### src/logic/cxl_mem_pkg.sv
`default_nettype none

package cxl_mem_pkg;

    ////////////////////////////////////////////////////////////////////////////
    // Widths and capacity
    ////////////////////////////////////////////////////////////////////////////

    localparam int ADDR_W     = 64;
    localparam int ID_W       = 16;
    localparam int LINE_BYTES = 64;
    localparam int OFFSET_W   = 6;
    localparam int DATA_W     = LINE_BYTES * 8;
    localparam int LINE_COUNT = 256;
    localparam int INDEX_W    = 8;
    localparam int VER_W      = 8;

    // Host physical window served by this endpoint
    localparam logic [ADDR_W-1:0] HDM_BASE = 64'h0000_0010_0000_0000;
    localparam logic [ADDR_W-1:0] HDM_SIZE = ADDR_W'(LINE_COUNT * LINE_BYTES);

    ////////////////////////////////////////////////////////////////////////////
    // Encodings
    ////////////////////////////////////////////////////////////////////////////

    typedef enum logic [1:0] {
        RESP_OKAY   = 2'b00,
        RESP_SLVERR = 2'b10
    } cxl_resp_e;

    typedef enum logic [2:0] {
        ST_IDLE   = 3'd0,
        ST_W_DATA = 3'd1,
        ST_W_RESP = 3'd2,
        ST_R_READ = 3'd3,
        ST_R_DATA = 3'd4
    } ctrl_state_e;

    // Metadata returned with every read
    typedef struct packed {
        logic             written;
        logic [ID_W-1:0]  owner_id;
        logic [VER_W-1:0] version;
    } line_tag_t;

    // R channel payload
    typedef struct packed {
        logic [ID_W-1:0]   id;
        cxl_resp_e         resp;
        line_tag_t         tag;
        logic [DATA_W-1:0] data;
    } rd_beat_t;

    // B channel payload
    typedef struct packed {
        logic [ID_W-1:0] id;
        cxl_resp_e       resp;
    } wr_resp_t;

endpackage

`default_nettype wire

### src/logic/cxl_addr_decode.sv
`timescale 1ns/1ps
`default_nettype none

module cxl_addr_decode
    import cxl_mem_pkg::*;
(
    input  wire  [ADDR_W-1:0]  addr_i,
    output logic [INDEX_W-1:0] index_o,
    output logic               in_range_o
);

    // Byte offset into the window
    logic [ADDR_W-1:0] offset;
    logic              above_base;
    logic              below_top;
    logic              aligned;

    assign offset = addr_i - HDM_BASE;

    ////////////////////////////////////////////////////////////////////////////
    // Window and alignment checks
    ////////////////////////////////////////////////////////////////////////////

    // Offset wraps for addresses under the base, so check the base directly
    assign above_base = (addr_i >= HDM_BASE);
    assign below_top  = (offset < HDM_SIZE);

    // Only whole 64-byte lines are served
    assign aligned = (offset[OFFSET_W-1:0] == '0);

    assign in_range_o = above_base && below_top && aligned;

    // Line number inside the window
    assign index_o = offset[OFFSET_W +: INDEX_W];

endmodule

`default_nettype wire

### config.mk
export PLATFORM = sky130hd
export DESIGN_NAME = cxl_addr_decode
export DESIGN_NICKNAME = d
export VERILOG_FILES = /design/src/logic/cxl_mem_pkg.sv /design/src/logic/cxl_addr_decode.sv
export SDC_FILE = /design/constraint.sdc
export NUM_CORES = 1
export LEC_CHECK = 0
export ABC_CLOCK_PERIOD_IN_PS = 1100
export BUFFER_PORTS_ARGS = -buffer_cell sky130_fd_sc_hd__buf_2
export CELL_PAD_IN_SITES_DETAIL_PLACEMENT = 1
export CELL_PAD_IN_SITES_GLOBAL_PLACEMENT = 1
export CORE_ASPECT_RATIO = 1.25
export CORE_MARGIN = 4
export CORE_UTILIZATION = 10
export DETAILED_ROUTE_END_ITERATION = 6
export PLACE_DENSITY = 0.95
export REMOVE_ABC_BUFFERS = 1
export SLEW_MARGIN = 15
export SYNTH_ARGS = -nofsm -noshare
export SYNTH_HDL_FRONTEND = slang
export SYNTH_SLANG_ARGS = --single-unit
### constraint.sdc
create_clock -name vclk -period 1.1
set_input_delay 0.165 -clock vclk [all_inputs]
set_output_delay 0.165 -clock vclk [all_outputs]
set_load 0.005 [all_outputs]
[Word-level counts from Yosys, hierarchy flattened]
Cells that the tools add are included.
Storage, ports and cells
  output and inout port bits: 9
  word-level logic and storage cells: 6
  latch bits: 0
  memories kept: 0
  flip-flop bits (word level): 0
  ROM bits: 0
  RAM bits: 0
Cells by class
  add/sub/neg operators: 1
  muxes and demuxes: 0
  bitwise logic cells: 0
  multipliers: 0
  reductions and logical operators: 3
  shift operators: 0
  order comparisons: 2
  equal/unequal tests: 0
  div/mod/pow operators: 0
Operator list (count)
  64-bit by 37-bit >= comparator with 1-bit output, second input constant: 1
  64-bit by 15-bit < comparator with 1-bit output, second input constant: 1
  64-bit by 37-bit subtractor with 64-bit output, second input constant: 1
  6-bit logical NOT: 1
  1-bit logical AND: 2

[Longest topological paths before layout]
  word-level depth: 4
  mapped depth: 3

[Worst setup path after synthesis]
No wires, ideal clock.
  path type: input to output
  from: input addr_i[57]
  to: output in_range_o
  setup slack: 0.108 ns
  data required time: 0.935 ns
  cell stages on the path: 3
  arrival time: 0.827 ns
  buffers on the path: 0
  path through: nor4_2 > nand4_1 > nor4_2
On the way
  cells in the longest elaborated chain, start to end: 4
  elaborated cells on any way between the ends: 5
  classes of those cells: 1 x add/sub; 2 x order compare; 2 x reduce/logical
Ends and longest elaborated chain
  start: declaration: RTL line cxl_addr_decode.sv:7  | input wire [ADDR_W-1:0] addr_i,
  64-bit by 37-bit subtractor with 64-bit output: RTL line cxl_addr_decode.sv:18  | assign offset = addr_i - HDM_BASE;
  64-bit by 15-bit < comparator with 1-bit output: RTL line cxl_addr_decode.sv:26  | assign below_top = (offset < HDM_SIZE);
  1-bit logical AND (*) (2 in series): RTL line cxl_addr_decode.sv:31  | assign in_range_o = above_base && below_top && aligned;
  end: declaration: RTL line cxl_addr_decode.sv:9  | output logic in_range_o
Every way passes the cells marked *; elsewhere a longest branch is shown, timed or not.

[Worst setup path in the final report]
  from: input addr_i[53]
  to: output in_range_o
The elaborated chain is that of the path after synthesis.

==> impl_metrics.env <==
export IMPL_drive_gt1_frac=0.908
export IMPL_finish_utilization=0.295
export IMPL_final_nets=142
export IMPL_cp_start_kind="input port"
export IMPL_ant_nets=0
export IMPL_ir_drop_uv=94.7
export IMPL_setup_ws_ns=-0.131
export IMPL_die_area_um2=2900
export IMPL_cp_max_fo=1
export IMPL_rsz0062_at_grt="true"
export IMPL_preCtsSetupSlack_ns=-0.220
export IMPL_synth_most_common_cell="nor4_1"
export IMPL_flops_and_latches=0
export IMPL_rows=18
export IMPL_fill_cells=249
export IMPL_drc=0
export IMPL_fin_crit_ns=1.23
export IMPL_slew_viol_final=0
export IMPL_holdCritPathClass="in2out"
export IMPL_fin_cells=96
export IMPL_postCtsSetupBuffers=0
export IMPL_syn_area_per_cell_um2=7.79
export IMPL_area_growth_pct=179
export IMPL_gp_congestion=0.708
export IMPL_grt_max_degree=2
export IMPL_ys_warn_count=0
export IMPL_fmax_mhz=813
export IMPL_yosysTopAreaCell="nor4_2"
export IMPL_port_buffers=57
export IMPL_max_slew_margin=0.844
export IMPL_drt_pass1_iter_count=1
export IMPL_hpwl_mm=1.34
export IMPL_outcome="complete, but fails checks"
export IMPL_die_y_um=59.3
export IMPL_violations="setup timing"
export IMPL_cellLeakagePower_nw=0.260
export IMPL_synthTopCellsByCount="nor4_1, buf_4, nor4_2, nand4_1"
export IMPL_initial_core_util=0.106
export IMPL_grt_pass1_vias=515
export IMPL_nClkBuffers=0
export IMPL_cellPowerDensity_nw_per_um2=276
export IMPL_synth_top_area_frac=0.298
export IMPL_overflow=0
export IMPL_wl_per_cell_um=15.7
export IMPL_hold_path_end="index_o[1]"
export IMPL_fin_crit_sh=1.12
export IMPL_track_usage=0.0975
export IMPL_insertedDiodeCount=0
export IMPL_holdPathStages=0
export IMPL_seq_area_um2=0
export IMPL_finalHoldViolCount=0
export IMPL_synthesis_instances=27
export IMPL_setup_violations=1
export IMPL_end_kind="output port"
export IMPL_grt_pass1_wl_mm=2.24
export IMPL_arrival_ns=1.07
export IMPL_synth_top_cells_by_area="nor4_2, buf_4, nor4_1"
export IMPL_antenna_found_initial=0
export IMPL_place_area_um2=460
export IMPL_busiest_layer="met2"
export IMPL_drt_iter0_drc=0
export IMPL_wirelength_mm=1.51
export IMPL_maxCapViolCount=0
export IMPL_met3_usage=0.0882
export IMPL_core_um2=1980
export IMPL_worst_hold_startpoint="addr_i[7]"
export IMPL_fin_area_um2=586
export IMPL_fin_tns_setup_ns=-0.131
export IMPL_seq_area_frac_synth=0
export IMPL_cp_data_required_time_ns=0.94
export IMPL_ctsHoldBuffers=0
export IMPL_viasPerCell=4.86
export IMPL_path_class="in2out"
export IMPL_die_x_um=49.0
export IMPL_syn_cell_area_um2=210
export IMPL_grt_use_met2=0.159
export IMPL_io_pins=73
export IMPL_ys_types=6
export IMPL_vias=467
export IMPL_dp_cells=96
export IMPL_worst_pin_slew_ns=0.232
export IMPL_met1_usage=0.100
layer usage:
layer | part of all wire | up-vias | routed length, um
li1 | - | 207 | -
met1 | 0.34 | 195 | 507
met2 | 0.41 | 65 | 618
met3 | 0.25 | 0 | 380
met4 | 0 | 0 | 0
met5 | 0 | - | 0
cell type report:
cell class | count | area [um^2] | share of cell area
Multi-Input combinational cell | 19 | 238 | 0.406
Timing Repair Buffer | 57 | 323 | 0.551
Tap cell | 20 | 25.0 | 0.0427
worst max path at each step:
stage | startpoint | end | slack (ns) | depth (start not counted)
finish | addr_i[53] | in_range_o | -0.13 | 5
global route | addr_i[16] | in_range_o | -0.19 | 5
CTS | addr_i[21] | in_range_o | -0.13 | 5
detailed placement | addr_i[59] | in_range_o | -0.22 | 5
global placement | addr_i[59] | in_range_o | -0.26 | 5
floorplan | addr_i[57] | in_range_o | 0.11 | 3
cells in the final DEF, fill, tap and decap left out:
cell type / Yosys / layout
buf_2: 0 / 51
nor4_2: 5 / 6
buf_6: 0 / 6
nor4_4: 0 / 5
nand4_1: 3 / 3
nor4_1: 9 / 3
nand2_1: 1 / 1
nor4b_2: 0 / 1
worst max-delay path, stage by stage:
cell	delay, ns
buf_6	0.09
nor4_4	0.26
nand4_1	0.13
nor4_2	0.26
buf_2	0.15
power by group:
part / leakage, nW / switching [mW] / internal (mW)
combinational: 0.260 / 0.0625 / 0.0993
sequential: 0 / 0 / 0
clock: 0 / 0 / 0
per-stage QoR:
step / power [mW] / hold WS [ns]
finish: 0.162 / 0.330
global route: 0.175 / 0.330
CTS: 0.148 / 0.330
detailed placement: 0.118 / 0.330
global placement: 0.113 / 0.330
floorplan: 0.0118 / 0.330
kinds of logic after synthesis:
logic type | Yosys count | share of synthesized area
and+or+nand+nor | 19 | 0.714
buffers and inverters | 8 | 0.286
what timing repair did:
action	in CTS	in global routing
endpoints found under the setup margin	1	1
gates resized for setup	11	7
pin swaps	6	5
No activity file was read; power rests on OpenSTA's default activity.
