[src/logic/cxl_mem_pkg.sv]
`default_nettype none

package cxl_mem_pkg;

    ////////////////////////////////////////////////////////////////////////////
    // Widths and capacity
    ////////////////////////////////////////////////////////////////////////////

    localparam int ADDR_W     = 64;
    localparam int ID_W       = 16;
    localparam int LINE_BYTES = 64;
    localparam int OFFSET_W   = 6;
    localparam int DATA_W     = LINE_BYTES * 8;
    localparam int LINE_COUNT = 256;
    localparam int INDEX_W    = 8;
    localparam int VER_W      = 8;

    // Host physical window served by this endpoint
    localparam logic [ADDR_W-1:0] HDM_BASE = 64'h0000_0010_0000_0000;
    localparam logic [ADDR_W-1:0] HDM_SIZE = ADDR_W'(LINE_COUNT * LINE_BYTES);

    ////////////////////////////////////////////////////////////////////////////
    // Encodings
    ////////////////////////////////////////////////////////////////////////////

    typedef enum logic [1:0] {
        RESP_OKAY   = 2'b00,
        RESP_SLVERR = 2'b10
    } cxl_resp_e;

    typedef enum logic [2:0] {
        ST_IDLE   = 3'd0,
        ST_W_DATA = 3'd1,
        ST_W_RESP = 3'd2,
        ST_R_READ = 3'd3,
        ST_R_DATA = 3'd4
    } ctrl_state_e;

    // Metadata returned with every read
    typedef struct packed {
        logic             written;
        logic [ID_W-1:0]  owner_id;
        logic [VER_W-1:0] version;
    } line_tag_t;

    // R channel payload
    typedef struct packed {
        logic [ID_W-1:0]   id;
        cxl_resp_e         resp;
        line_tag_t         tag;
        logic [DATA_W-1:0] data;
    } rd_beat_t;

    // B channel payload
    typedef struct packed {
        logic [ID_W-1:0] id;
        cxl_resp_e       resp;
    } wr_resp_t;

endpackage

`default_nettype wire

[src/logic/cxl_mem_ctrl.sv]
`timescale 1ns/1ps
`default_nettype none

module cxl_mem_ctrl
    import cxl_mem_pkg::*;
(
    input  wire                 clk,
    input  wire                 rst_n,

    // AR channel
    input  wire  [ID_W-1:0]     arid_i,
    input  wire  [ADDR_W-1:0]   araddr_i,
    input  wire                 arvalid_i,
    output logic                arready_o,

    // R channel
    output logic                rvalid_o,
    input  wire                 rready_i,

    // AW channel
    input  wire  [ID_W-1:0]     awid_i,
    input  wire  [ADDR_W-1:0]   awaddr_i,
    input  wire                 awvalid_i,
    output logic                awready_o,

    // W channel
    input  wire                 wvalid_i,
    output logic                wready_o,

    // B channel
    output logic                bvalid_o,
    input  wire                 bready_i,

    // Address decoder
    output logic [ADDR_W-1:0]   req_addr_o,
    input  wire  [INDEX_W-1:0]  index_i,
    input  wire                 in_range_i,

    // Storage strobes
    output logic                line_rd_o,
    output logic                line_wr_o,
    output logic                tag_rd_o,
    output logic                tag_wr_o,
    output logic [INDEX_W-1:0]  index_o,

    // Response fields
    output logic [ID_W-1:0]     resp_id_o,
    output cxl_resp_e           resp_o
);

    ctrl_state_e state_q;
    ctrl_state_e state_d;

    logic aw_rdy_q;
    logic ar_rdy_q;
    logic prefer_w_q;

    // Captured request
    logic [ID_W-1:0]   id_q;
    logic [ADDR_W-1:0] addr_q;
    cxl_resp_e         resp_q;
    cxl_resp_e         cur_resp;

    logic can_grant;
    logic grant_w;
    logic grant_r;
    logic aw_hs;
    logic ar_hs;
    logic w_hs;

    ////////////////////////////////////////////////////////////////////////////
    // Arbitration
    ////////////////////////////////////////////////////////////////////////////

    // One ready pulse at a time, only from idle
    assign can_grant = (state_q == ST_IDLE) && !aw_rdy_q && !ar_rdy_q;

    // Alternate when both valids are up
    assign grant_w = can_grant && awvalid_i && (prefer_w_q || !arvalid_i);
    assign grant_r = can_grant && arvalid_i && (!prefer_w_q || !awvalid_i);

    assign awready_o = aw_rdy_q;
    assign arready_o = ar_rdy_q;

    assign aw_hs = aw_rdy_q && awvalid_i;
    assign ar_hs = ar_rdy_q && arvalid_i;
    assign w_hs  = wready_o && wvalid_i;

    // Handshake outputs follow the state
    assign wready_o = (state_q == ST_W_DATA);
    assign bvalid_o = (state_q == ST_W_RESP);
    assign rvalid_o = (state_q == ST_R_DATA);

    always_comb begin
        state_d = state_q;
        case (state_q)
            ST_IDLE: begin
                if (aw_hs) begin
                    state_d = ST_W_DATA;
                end else if (ar_hs) begin
                    state_d = ST_R_READ;
                end
            end
            ST_W_DATA: begin
                if (w_hs) begin
                    state_d = ST_W_RESP;
                end
            end
            ST_W_RESP: begin
                if (bready_i) begin
                    state_d = ST_IDLE;
                end
            end
            // Stores register the line during this cycle
            ST_R_READ: state_d = ST_R_DATA;
            ST_R_DATA: begin
                if (rready_i) begin
                    state_d = ST_IDLE;
                end
            end
            default: state_d = ST_IDLE;
        endcase
    end

    always_ff @(posedge clk) begin
        if (!rst_n) begin
            state_q    <= ST_IDLE;
            aw_rdy_q   <= 1'b0;
            ar_rdy_q   <= 1'b0;
            prefer_w_q <= 1'b1;
        end else begin
            state_q  <= state_d;
            aw_rdy_q <= grant_w;
            ar_rdy_q <= grant_r;
            if (aw_hs) begin
                prefer_w_q <= 1'b0;
            end else if (ar_hs) begin
                prefer_w_q <= 1'b1;
            end
        end
    end

    ////////////////////////////////////////////////////////////////////////////
    // Request capture and datapath sequencing
    ////////////////////////////////////////////////////////////////////////////

    assign cur_resp = in_range_i ? RESP_OKAY : RESP_SLVERR;

    always_ff @(posedge clk) begin
        if (aw_hs) begin
            id_q   <= awid_i;
            addr_q <= awaddr_i;
        end else if (ar_hs) begin
            id_q   <= arid_i;
            addr_q <= araddr_i;
        end
        // Response code fixed when storage is touched
        if (state_q == ST_R_READ || w_hs) begin
            resp_q <= cur_resp;
        end
    end

    assign req_addr_o = addr_q;
    assign index_o    = index_i;

    // Bad requests never reach storage
    assign line_rd_o = (state_q == ST_R_READ) && in_range_i;
    assign tag_rd_o  = (state_q == ST_R_READ) && in_range_i;
    assign line_wr_o = w_hs && in_range_i;
    assign tag_wr_o  = w_hs && in_range_i;

    assign resp_id_o = id_q;
    assign resp_o    = resp_q;

endmodule

`default_nettype wire

[config.mk]
export PLATFORM = sky130hd
export DESIGN_NAME = cxl_mem_ctrl
export DESIGN_NICKNAME = d
export VERILOG_FILES = /design/src/logic/cxl_mem_pkg.sv /design/src/logic/cxl_mem_ctrl.sv
export SDC_FILE = /design/constraint.sdc
export NUM_CORES = 1
export LEC_CHECK = 0
export BUFFER_PORTS_ARGS = -buffer_cell sky130_fd_sc_hd__clkbuf_2
export CAP_MARGIN = 40
export CELL_PAD_IN_SITES_DETAIL_PLACEMENT = 0
export CELL_PAD_IN_SITES_GLOBAL_PLACEMENT = 1
export CORE_ASPECT_RATIO = 0.75
export CORE_MARGIN = 2
export CORE_UTILIZATION = 30
export DETAILED_ROUTE_END_ITERATION = 10
export PLACE_DENSITY = 0.9
export SLEW_MARGIN = 20
export SYNTH_ARGS = -nofsm -noshare
export SYNTH_HDL_FRONTEND = slang
export SYNTH_SLANG_ARGS = --single-unit
[constraint.sdc]
create_clock -name clk -period 5.1 [get_ports clk]
set_input_delay 0.255 -clock clk [delete_from_list [all_inputs] [get_ports clk]]
set_output_delay 0.255 -clock clk [all_outputs]
set_load 0.01 [all_outputs]
Yosys cells after proc, flatten, opt, wreduce, memory -nomap -nowiden
Cells that the tools add are included. Widths: inputs -> output; s select.

Register bits after elaboration: 88. Bits of input ports: 176. Output and inout port bits: 99. Logic and storage cells: 50.

Eq/ne operators: 8. Muxes and demuxes: 13. Reduce and logical (&&, ||, !) cells: 22.

Operator list (count): $mux 64 (2); $mux 16 (2); $mux 3 (5); $pmux 3 s5 (1); $logic_and 1x1->1 (11); $eq 3x2->1 const B (2); $ne 2x1->1 const B (3); $logic_not 1->1 (5); $reduce_and 4->1 (1); $eq 3x1->1 const B (1); $eq 3x3->1 const B (1); $logic_not 3->1 (1); $logic_or 1x1->1 (3); $ne 3x3->1 const B (1); $mux 1 (2); $mux 2 (1); $reduce_bool 2->1 (1).

Depth between registers and ports, before layout
Depth after elaboration: 5. Mapped depth: 4. Gate-level depth less buffers: 3.

Least setup slack after synthesis
OpenSTA, ideal clock, no wires.

Kind: register -> register. Start: reg aw_rdy_q, in the netlist awready_o. End: reg state_q[1]. Setup time: 0.059 ns. Data arrival time: 2.766 ns. Required time: 5.041 ns. Slack: 2.275 ns. Stages on the path, launching flop included: 4. Buffers on the path: 0. Period minus slack after synthesis: 2.825 ns. Cells stage by stage: dfxtp_1 a22o_1 or4_1 a41o_1.

Longest elaborated chain between the ends: 3. Elaborated cells on any way between the ends: 5. Those cells by class: eq/ne: 1; mux: 2; reduce/logical: 2.

Ends and longest elaborated chain: from (decl) (RTL line cxl_mem_ctrl.sv:54) `logic aw_rdy_q;`; from (signal assigned) (RTL line cxl_mem_ctrl.sv:133) `aw_rdy_q <= grant_w;`; $logic_and 1x1->1 (*) (RTL line cxl_mem_ctrl.sv:85) `assign aw_hs = aw_rdy_q && awvalid_i;`; $mux 3 or $ne 3x3->1 (tied branches); $pmux 3 s5 or $reduce_and 4->1 (tied branches); to (signal assigned) (RTL line cxl_mem_ctrl.sv:132) `state_q <= state_d;`; to (decl) (RTL line cxl_mem_ctrl.sv:51) `ctrl_state_e state_q;`.

Mark *: on every way between the ends. The rest lies on a longest branch, timed or not. A chain may end at the register's enable or synchronous reset.

Worst setup path after layout
Same ends and word-level chain as after synthesis.

==> flow_summary.ini <==
[detailed_routing]
dr.pass1.iters = 4
vias = 2842
wirelength_um = 9450
via_per_inst = 4.43
routedWlPerCell_um = 14.7
drc = 0
ant_nets = 0
drt_iter0_markers = 99

[synthesis]
yosysWarnings = 0
ys_seq_elements = 87
synthCells = 220
yosysUniqueCellTypes = 26
synth_xor_xnor_area_share_pct = 0
syn_nets = 396
yosysTopAreaCell = edfxtp_1
synth_top_area_share_pct = 64.3
synth-simple-area-share_pct = 3.64
synthTopCellsByArea = edfxtp_1 64%, mux2_2 24%, dfxtp_1 3.2%
avgSynthCellArea_sq_um = 17.2
synthMuxAreaShare_pct = 23.8
synthAdderAreaFrac_pct = 0
synth_top_family_by_area = multiplexers
yosysSeqAreaShare_pct = 67.5
syn_area_sq_mm = 0.00378
synth_compound_area_share_pct = 1.42

[clock_network]
cts_tree = yes
clock-sinks = 87
postCtsSetupBuffers = 0
clockBufferDepth = 2
cts_resized = 0
cts_root_buffer = clkbuf_16
clkLatencyLatePin_ns = 0.33
cts_buffers = 9
htreeDepth = 3
postCtsHoldBufs = 0
clk_pin_slew_ns = 0.07

[floorplanning]
die_y_um = 101
rows = 35
start_util_pct = 30.7
dieArea_sq_mm = 0.0135
core_area_sq_mm = 0.0123
die_x_um = 134
io_pins = 275

[critical_path]
worstSetupPathType = flip-flop to flip-flop
timing.rr.start = awready_o
cp_max_fo = 43
crit_path_max_incr_delay_ns = 0.45
crit_chain = a22o_4 -> buf_12 -> or4_1 -> a41o_1
r2r_cells = 4
regToRegSetupSlack_ns = 3.25
cp_slowest_cell = a22o_4
crit_path_end = state_q[1]
rr_endpoint = state_q[1]
required_ns = 5.33
cp_data_arrival_time_ns = 2.08
crit_start = awready_o
start_kind = flip-flop
critPathCaptureType = flip-flop

[cells_and_area]
fin_area_sq_mm = 0.00550
layout_common_cells = 257 x clkbuf_2, 81 x edfxtp_1, 80 x mux2_2
fin_util_pct = 44.7
nets = 646
syn2layout_area_growth_pct = 45.5
num_antenna_cells = 0
layout_commonest_cell = clkbuf_2
drive_above_1_share_pct = 74.9

[place]
dpl_cell_area_sq_mm = 0.00521
dpl.hpwl_um = 7410
place.port_buffers = 257
gp_congestion = 0.750
place_ws_ns = 3.17

[timing]
finalCriticalPeriod_ns = 1.85
slew_viol_final = 0
tightestPinTransition_ns = 0.555
setup_viol = 0
final-hold-violation-count = 0
fmax_mhz = 540
rsz0062_at_grt = false
max-slew-margin-rel_pct = 63.0
finalCritPeriodShare_pct = 36.3
fin_tns_setup_ns = 0
skew_ns = 0.00785
layout_setup_ws_ns = 3.25

[grt]
grt_usage_pct = 13.4
grt_pass1_wl_um = 13900
antenna_found_initial = 0
grt_pass1_vias = 2738
grt_overflow = 0
grt_max_degree = 44

[run]
drv_cap = 0

[power_and_ir_drop]
irDropWorstVdd_uv = 172
p_per_area_mw_per_mm2 = 358
finalPower_uw = 1970
p_leak_uw = 0.00248

[worst_hold_path]
min_path_cells = 2
min_path_type = input pin to flip-flop

[run_status]
status = completed
==> how the worst min path moves through the flow <==
stage	from	end	slack, ns
floorplan	rst_n	prefer_w_q	0.33
global placement	rst_n	prefer_w_q	0.46
detailed placement	rst_n	prefer_w_q	0.48
CTS	rst_n	prefer_w_q	0.13
global route	rst_n	prefer_w_q	0.13
finish	rst_n	prefer_w_q	0.15
==> flip-flops by register name, summed over array words and instances, names as in the netlist <==
name        cells
resp_id_o      16
state_q         3
prefer_w_q      1
awready_o       1
arready_o       1
resp_o          1
req_addr_o     64
==> metrics by stage <==
stage | std cells | hold slack, ns
3_3_place_gp | 623 | 0.465
6_report | 641 | 0.151
3_5_place_dp | 625 | 0.482
2_1_floorplan | 220 | 0.331
5_1_grt | 641 | 0.133
4_1_cts | 641 | 0.127
==> logic make-up after synthesis <==
group,after synthesis
DFF,87
muxes,80
and+or+nand+nor,22
buffers and inverters,22
AOI/OAI and AO/OA,8
other,1
==> worst max-delay path: cells and delay by family (launching register included) <==
family / cells / cell delay (ns)
AOI/OAI and AO/OA: 2 / 0.69
DFF: 1 / 0.38
buffers and inverters: 1 / 0.27
and+or+nand+nor: 1 / 0.41
==> power breakdown <==
| group | leakage, uW | internal [uW] | total (uW) | switching (uW) |
|---|---|---|---|---|
| clock | 0.000139 | 382 | 651 | 269 |
| sequential | 0.000791 | 893 | 930 | 36.3 |
| combinational | 0.00155 | 195 | 389 | 195 |
| total | 0.00248 | 1470 | 1970 | 500 |
==> cells in the mapped netlist <==
| library cell | count |
|---|---|
| buf_2 | 8 |
| o21a_1 | 1 |
| buf_4 | 11 |
| a22oi_1 | 1 |
| a22o_1 | 1 |
| inv_1 | 2 |
| and3_1 | 3 |
| mux2_2 | 80 |
| nor3_1 | 1 |
| nand2_1 | 3 |
| a21oi_1 | 1 |
| conb_1 | 1 |
| nor2b_1 | 3 |
| dfxtp_1 | 6 |
| and4b_1 | 2 |
| nor2_1 | 2 |
| o21ai_0 | 3 |
| and2_1 | 2 |
| a41o_1 | 1 |
| nor4b_1 | 1 |
| nor3b_1 | 1 |
| or4_1 | 1 |
| edfxtp_1 | 81 |
| clkbuf_1 | 1 |
| nand2b_1 | 2 |
| nand3b_1 | 1 |
==> metal layers <==
| layer | part of all wire, % | GRT usage (%) | wire, um |
|---|---|---|---|
| met2 | 50 | 23.4 | 4760 |
| met1 | 41 | 15.5 | 3830 |
| met4 | 0.96 | 4.09 | 91 |
| met3 | 8.2 | 5.01 | 771 |
| met5 | 0 | 0 | 0 |
==> area by class of cell <==
type,count,area (sq um)
clock buffer,10,229
timing repair buffer,259,1330
fill,1143,6800
multi-input combinational,111,1110
inverter,2,7.51
tap,166,208
sequential,87,2550
clock inverter,6,67.6
No activity file was read; power rests on OpenSTA's default activity.
